[src/hw/mvu_settings.svh]
//******************************
// Build-time sizes of the MVU core, shared by every stage
// Extended lanes must hold the widest operand plus a sign bit
// Product width is two extended lanes, the sum wraps at MVU_ACCU_WIDTH
//******************************
`ifndef MVU_SETTINGS_SVH
`define MVU_SETTINGS_SVH

`define MVU_PE            4   // Output rows, one dot product each
`define MVU_SIMD          6   // Lanes per beat

`define MVU_ACT_WIDTH     8   // Raw activation lane
`define MVU_WEIGHT_WIDTH  8   // Raw weight lane, always signed
`define MVU_ACCU_WIDTH    24  // Running sum and result width

`define MVU_ACT_SIGNED    1   // 1 = signed activations, 0 = unsigned

`define MVU_EXT_WIDTH     9   // Lane width after sign or zero extension
`define MVU_PROD_WIDTH    18  // Width of one extended lane product

`endif

[src/hw/mvuPkg.sv]
//******************************
// Types shared by the MVU pipeline stages and the testbench
// Struct sizes follow the settings macros
//******************************
`include "mvu_settings.svh"

package mvuPkg;

    // What the accumulator does with a beat
    typedef enum logic {
        ACC_CONTINUE = 1'b0,   // Add into the open sum
        ACC_CLOSE    = 1'b1    // Add, then emit and restart
    } mvuAccOp_e;

    // Raw beat as it arrives at the core
    typedef struct packed {
        logic                                                  last;   // Closes the vector
        logic                                                  zero;   // Beat adds nothing
        logic [`MVU_PE-1:0][`MVU_SIMD-1:0][`MVU_WEIGHT_WIDTH-1:0] weight;
        logic [`MVU_SIMD-1:0][`MVU_ACT_WIDTH-1:0]              act;
    } mvuBeat_t;

    // Beat after lane extension
    typedef struct packed {
        mvuAccOp_e                                          op;
        logic                                               zero;
        logic [`MVU_PE-1:0][`MVU_SIMD-1:0][`MVU_EXT_WIDTH-1:0] weight; // Sign extended
        logic [`MVU_SIMD-1:0][`MVU_EXT_WIDTH-1:0]           act;    // Sign or zero extended
    } mvuLanes_t;

    // Registered row dot products
    typedef struct packed {
        mvuAccOp_e                              op;
        logic [`MVU_PE-1:0][`MVU_ACCU_WIDTH-1:0] sum;   // Two's complement per row
    } mvuDot_t;

    // Finished totals, one per PE row
    typedef struct packed {
        logic [`MVU_PE-1:0][`MVU_ACCU_WIDTH-1:0] sum;   // Two's complement per row
    } mvuResult_t;

endpackage

[src/hw/mvuAccumulate.sv]
//******************************
// Last pipeline stage, running sum per PE row
// ACC_CLOSE emits the total and restarts from zero on the same edge
// vld_o is registered and holds across stalled cycles
//******************************
`timescale 1ns/1ps
`include "mvu_settings.svh"

module mvuAccumulate (
    input  logic               clk,
    input  logic               rst,
    input  logic               en_i,     // Global enable, low stalls
    input  mvuPkg::mvuDot_t    dot_i,    // Row sums and op from the dot stage
    output logic               vld_o,    // High for one enabled cycle per vector
    output mvuPkg::mvuResult_t res_o     // Closed totals, held until the next close
);

    mvuPkg::mvuResult_t openSum;    // Sum of the vector in progress
    mvuPkg::mvuResult_t total;      // Open sum plus the incoming beat

    // Add the incoming beat, wrapping at the accumulator width
    always_comb begin
        for (int pe = 0; pe < `MVU_PE; pe++) begin
            total.sum[pe] = openSum.sum[pe] + dot_i.sum[pe];
        end
    end

    always_ff @(posedge clk) begin
        if (rst) begin
            openSum <= '0;      // Next beat opens a new vector
            res_o   <= '0;
            vld_o   <= 1'b0;
        end else if (en_i) begin
            if (dot_i.op == mvuPkg::ACC_CLOSE) begin
                res_o   <= total;    // Finished vector
                openSum <= '0;       // Following beat starts fresh
                vld_o   <= 1'b1;
            end else begin
                openSum <= total;    // Keep building
                vld_o   <= 1'b0;
            end
        end
    end

endmodule

[config.mk]
export PLATFORM = sky130hd
export DESIGN_NAME = mvuAccumulate
export DESIGN_NICKNAME = d
export VERILOG_FILES = /design/src/hw/mvuPkg.sv /design/src/hw/mvuAccumulate.sv
export VERILOG_INCLUDE_DIRS = /design/src /design/src/hw
export SDC_FILE = /design/constraint.sdc
export NUM_CORES = 1
export LEC_CHECK = 0
export BUFFER_PORTS_ARGS = -buffer_cell sky130_fd_sc_hd__buf_4
export CAP_MARGIN = 20
export CORE_MARGIN = 8
export CORE_UTILIZATION = 40
export DETAILED_ROUTE_END_ITERATION = 10
export GPL_TIMING_DRIVEN = 0
export PLACE_DENSITY_LB_ADDON = 0.1
export SETUP_SLACK_MARGIN = 0.3
export SLEW_MARGIN = 0
export SYNTH_ARGS = -nofsm -noshare
export SYNTH_HDL_FRONTEND = slang
export SYNTH_SLANG_ARGS = --single-unit
[constraint.sdc]
create_clock -name clk -period 3.6 [get_ports clk]
set_input_delay 0.72 -clock clk [delete_from_list [all_inputs] [get_ports clk]]
set_output_delay 0.72 -clock clk [all_outputs]
set_load 0.005 [all_outputs]
### Word level (Yosys, flattened, before mapping)

Cells that the tools add are included.

| storage, ports and cells | value |
|---|---|
| logic and storage cells | 16 |
| bits of input ports | 100 |
| flip-flop bits (word level) | 193 |
| output and inout port bits | 97 |

| operators by class | value |
|---|---|
| multiplexer cells | 2 |
| reductions and logical operators | 1 |
| add/sub/neg operators | 4 |

Operators by type and width:

| kind | number |
|---|---|
| $add A24 B24 Y24 | 4 |
| $mux W96 | 1 |
| $reduce_and A2 Y1 | 1 |
| $mux W1 | 1 |

### Logic depth before layout (Yosys ltp)

| depth | value |
|---|---|
| word-level depth | 2 |
| mapped depth | 12 |
| depth with buffers taken out | 12 |

### Worst setup path after synthesis

No wires, ideal clock.

| path | value |
|---|---|
| path type | input-to-reg |
| start point | in dot_i[55] (netlist name) |
| end point | reg openSum[70] (netlist name) |
| library setup time | 0.117 ns |
| stages | 9 |
| setup slack | 0.617 ns |
| data required time | 3.483 ns |
| buffers on the path | 0 |
| arrival | 2.866 ns |
| cells stage by stage | ha_1 > a21o_1 > a21o_1 > a2111oi_4 > o2111ai_2 > a41oi_2 > nor4b_1 > or3_1 > a32o_1 |

| on the way | value |
|---|---|
| longest elaborated chain between the ends | 2 |

RTL lines:

| what | line | text |
|---|---|---|
| start, declared | mvuAccumulate.sv:13 | `input mvuPkg::mvuDot_t dot_i,` |
| $add A24 B24 Y24 | mvuAccumulate.sv:24 | `total.sum[pe] = openSum.sum[pe] + dot_i.sum[pe];` |
| $mux W96 | mvuAccumulate.sv:34 | `if (dot_i.op == mvuPkg::ACC_CLOSE) begin` |
| end signal, assigned | mvuAccumulate.sv:39 | `openSum <= total;` |
| end, declared | mvuAccumulate.sv:18 | `mvuPkg::mvuResult_t openSum;` |

No other way between the ends.
A chain may end at the register's enable or synchronous reset.

### Worst setup path after layout

| path | value |
|---|---|
| start point | in dot_i[0] (netlist name) |
| end point | reg res_o[22] (netlist name) |

| on the way | value |
|---|---|
| longest elaborated chain between the ends | 1 |

RTL lines:

| what | line | text |
|---|---|---|
| $add A24 B24 Y24 | mvuAccumulate.sv:24 |  |
| end signal, assigned | mvuAccumulate.sv:35 | `res_o <= total;` |
| end, declared | mvuAccumulate.sv:15 | `output mvuPkg::mvuResult_t res_o` |

No other way between the ends.

==> flow_summary.yaml <==
synthesis:
  syn_inst: 1360
  synth_edf_count: 0
  synth-seq-cells: 193
  seq_area_frac_synth_pct: 34.5
  synth_cell_types: 72
  yosys.area.top_type: "dfxtp_1"
  yosys_most_used_dff: "dfxtp_1"
  yosys-top-cells-area: "dfxtp_1 (34%), ha_1 (10%), a21oi_1 (7.0%)"
  synth_top_area_share_pct: 34.5
  yosysWarnings: 0
  synthesis.area_mm2: 0.0112
  synthesis.nets: 1556
  synthArstFlopShare_pct: 0
  postSynthAreaPerCell_um2: 8.25
timing:
  worstMarginPinSlew_ns: 0.927
  rsz0062_at_grt: "false"
  fmax_mhz: 335
  drv_slew: 0
  tns_ns: 0
  min_period_over_period_pct: 83.0
  finalClockSkew_ns: 0.0144
  period_needed_ns: 2.99
  hold_viol_final: 0
  slew_headroom_pct: 38.2
  setup_viol: 0
floorplan:
  fp.dieH_um: 183
  dieArea_mm2: 0.0337
  row_count: 61
  die_x_um: 183
  fp.coreArea_mm2: 0.0277
  start_util_pct: 40.5
  io_pins: 197
clock_tree:
  clk_latency_ns: 0.43
  path_clk_slew_ns: 0.07
  tritoncts: "done"
  ctsResizeCount: 0
  cts_made_buffers: 17
  clock-root-buffer: "clkbuf_16"
  htreeDepth: 4
  cts.sink_count: 193
  clk_path_buf_depth: 2
  post_cts_buffers: 0
  hold_buffers: 0
pwr:
  p_leak_uw: 0.00609
  vdd_drop_max_mv: 0.226
  p_per_area_mw_per_mm2: 408
flow_run:
  maxCapViolCount: 0
route:
  drc: 0
  top_layer: "met4"
  routed-wl-met3_um: 1960
  vias: 10388
  drt-vias-per-instance: 5.29
  routed_wl_um: 34700
  ant_nets: 0
  wl_met1_um: 16500
  wl_met2_um: 15900
  drt-pass1-iter-count: 4
  first_iter_violations: 522
  wire_per_inst_um: 17.7
worst_setup_path:
  critPathLaunchType: "primary input"
  crit_arrival_ns: 3.31
  reg2reg_to: "res_o[22]"
  required_ns: 3.92
  reg2reg_depth: 12
  r2r_slack_ns: 0.65
  regToRegStartpoint: "openSum[0]"
  worst-path-max-fanout: 3
  criticalPathCategory: "in2reg"
  end_kind: "register"
min_path:
  hold_depth: 2
  min_path_type: "reg2reg"
  min_to: "res_o[13]"
  hp-start: "res_o[13]"
global_route:
  overflow: 0
  gr-usage-all-layers_pct: 20.4
  antenna_found_initial: 0
  grt_max_degree: 17
  grt_pass1_wl_um: 54700
  grt_pass1_vias: 10172
final_layout:
  nFillCells: 2824
  area_growth_pct: 22.4
  final_area_mm2: 0.0137
  drive_above_1_share_pct: 15.9
  nets: 1771
  diodes: 0
place:
  hpwl_um: 26900
  place_area_mm2: 0.0132
  place.gp.congestion: 0.862
  portBuffers: 196
run_status:
  status: "finished, final reports clean"
[layer usage]
| metal | vias up | track usage (%) |
|---|---|---|
| li1 | 5311 | - |
| met1 | 4839 | 26.3 |
| met2 | 214 | 34.1 |
| met3 | 24 | 4.94 |
| met4 | 0 | 4.26 |
| met5 | - | 0 |
[where the power goes]
part	leakage (uW)	internal (uW)	switching (uW)
clock	0.000287	1010	879
sequential	0.00158	2280	85.3
combinational	0.00423	591	748
[worst max path at each step]
stage / cells after the start / slack, ns / endpoint / startpoint
after floorplan: 9 / 0.62 / openSum[70] / dot_i[55]
after global placement: 13 / 0.20 / res_o[22] / dot_i[0]
after detailed placement: 13 / 0.19 / res_o[22] / dot_i[0]
after CTS: 13 / 0.63 / res_o[22] / dot_i[0]
after global routing: 12 / 0.44 / res_o[22] / openSum[0]
final: 13 / 0.61 / res_o[22] / dot_i[0]
[synth_stat cells, drive strengths merged (3+ instances only)]
| cell type | n |
|---|---|
| clkbuf | 63 |
| inv | 29 |
| a31o | 5 |
| o31ai | 3 |
| o2111ai | 3 |
| o2bb2ai | 3 |
| a41oi | 4 |
| a22o | 41 |
| and2 | 12 |
| nor3 | 12 |
| nor2 | 106 |
| ha | 92 |
| dfxtp | 193 |
| o21a | 20 |
| xnor2 | 49 |
| o311ai | 3 |
| and3 | 15 |
| o31a | 4 |
| nand4 | 14 |
| or3 | 4 |
| o41ai | 3 |
| a21o | 44 |
| nand2 | 199 |
| o221ai | 3 |
| o21bai | 15 |
| a31oi | 11 |
| nor2b | 14 |
| a21boi | 4 |
| a211o | 4 |
| a22oi | 31 |
| buf | 11 |
| a211oi | 15 |
| mux2i | 4 |
| nor4b | 4 |
| nand3 | 30 |
| a21oi | 156 |
| xor2 | 31 |
| fa | 4 |
| or4 | 4 |
| o21ai | 60 |
| nand2b | 12 |
[kinds of logic after synthesis]
family / Yosys count / synth area share, %
multiplexers: 4 / 0.357
buffers and inverters: 103 / 3.47
AO/OA/AOI/OAI: 447 / 26.9
adder cells (fa/ha/maj): 96 / 11.0
AND/OR/NAND/NOR: 437 / 17.5
flip-flops: 193 / 34.5
XOR/XNOR: 80 / 6.38
[placed cells by master, fill, tap and decap left out, types with 5 or more instances in the layout]
cell / Yosys / routed
ha_1: 92 / 92
nor2_1: 106 / 106
a21oi_1: 156 / 156
o21a_1: 20 / 20
buf_4: 0 / 196
and3_1: 13 / 13
nand2b_1: 12 / 12
a211oi_1: 15 / 15
o21ai_0: 55 / 55
dfxtp_1: 193 / 193
clkbuf_16: 0 / 17
xnor2_1: 48 / 48
nand3_1: 30 / 30
inv_1: 29 / 29
a31oi_1: 11 / 11
nand2_1: 199 / 199
buf_1: 9 / 9
a31o_2: 5 / 5
a21o_1: 44 / 44
a22oi_1: 31 / 31
o21bai_1: 15 / 15
xor2_1: 30 / 30
nor3_1: 12 / 12
clkbuf_1: 63 / 63
and2_1: 12 / 12
nand4_1: 14 / 14
a22o_1: 41 / 41
nor2b_1: 14 / 14
[worst max-delay path: stages]
cell and delay (ns):
buf_4 0.09, ha_1 0.18, inv_1 0.06, fa_1 0.40, nor2b_1 0.14, o21a_1 0.14, o21ai_0 0.12, a21oi_1 0.28
o2111ai_1 0.22, o21ba_2 0.27, o21ai_0 0.26, mux2i_1 0.11, a311o_1 0.31
[state kept, by name (all words and copies together) (netlist names)]
| register | flops |
|---|---|
| openSum | 96 |
| vld_o | 1 |
| res_o | 96 |
[layout make-up]
class                           count  area (um2)  share of cell area [%]
Multi-Input combinational cell   1064        6960                    50.7
Sequential cell                   193        3860                    28.1
Timing Repair Buffer              196        1470                    10.7
Tap cell                          378         473                    3.45
Clock buffer                       20         467                    3.40
Buffer                             74         280                    2.04
Inverter                           29         109                   0.793
Clock inverter                     11         103                   0.747
[stage by stage]
step | utilization, % | worst slack, ns | hold WS (ns) | total power (uW) | std cells
after CTS | 49.6 | 0.633 | 0.459 | 5660 | 1965
after floorplan | - | 0.617 | 0.429 | 3280 | 1360
after detailed placement | 47.5 | 0.186 | 0.448 | 3750 | 1934
after global routing | 49.6 | 0.441 | 0.472 | 5920 | 1965
after global placement | 47.5 | 0.204 | 0.439 | 3740 | 1934
final | 49.6 | 0.611 | 0.454 | 5600 | 1965
No activity file was read; power rests on OpenSTA's default activity.
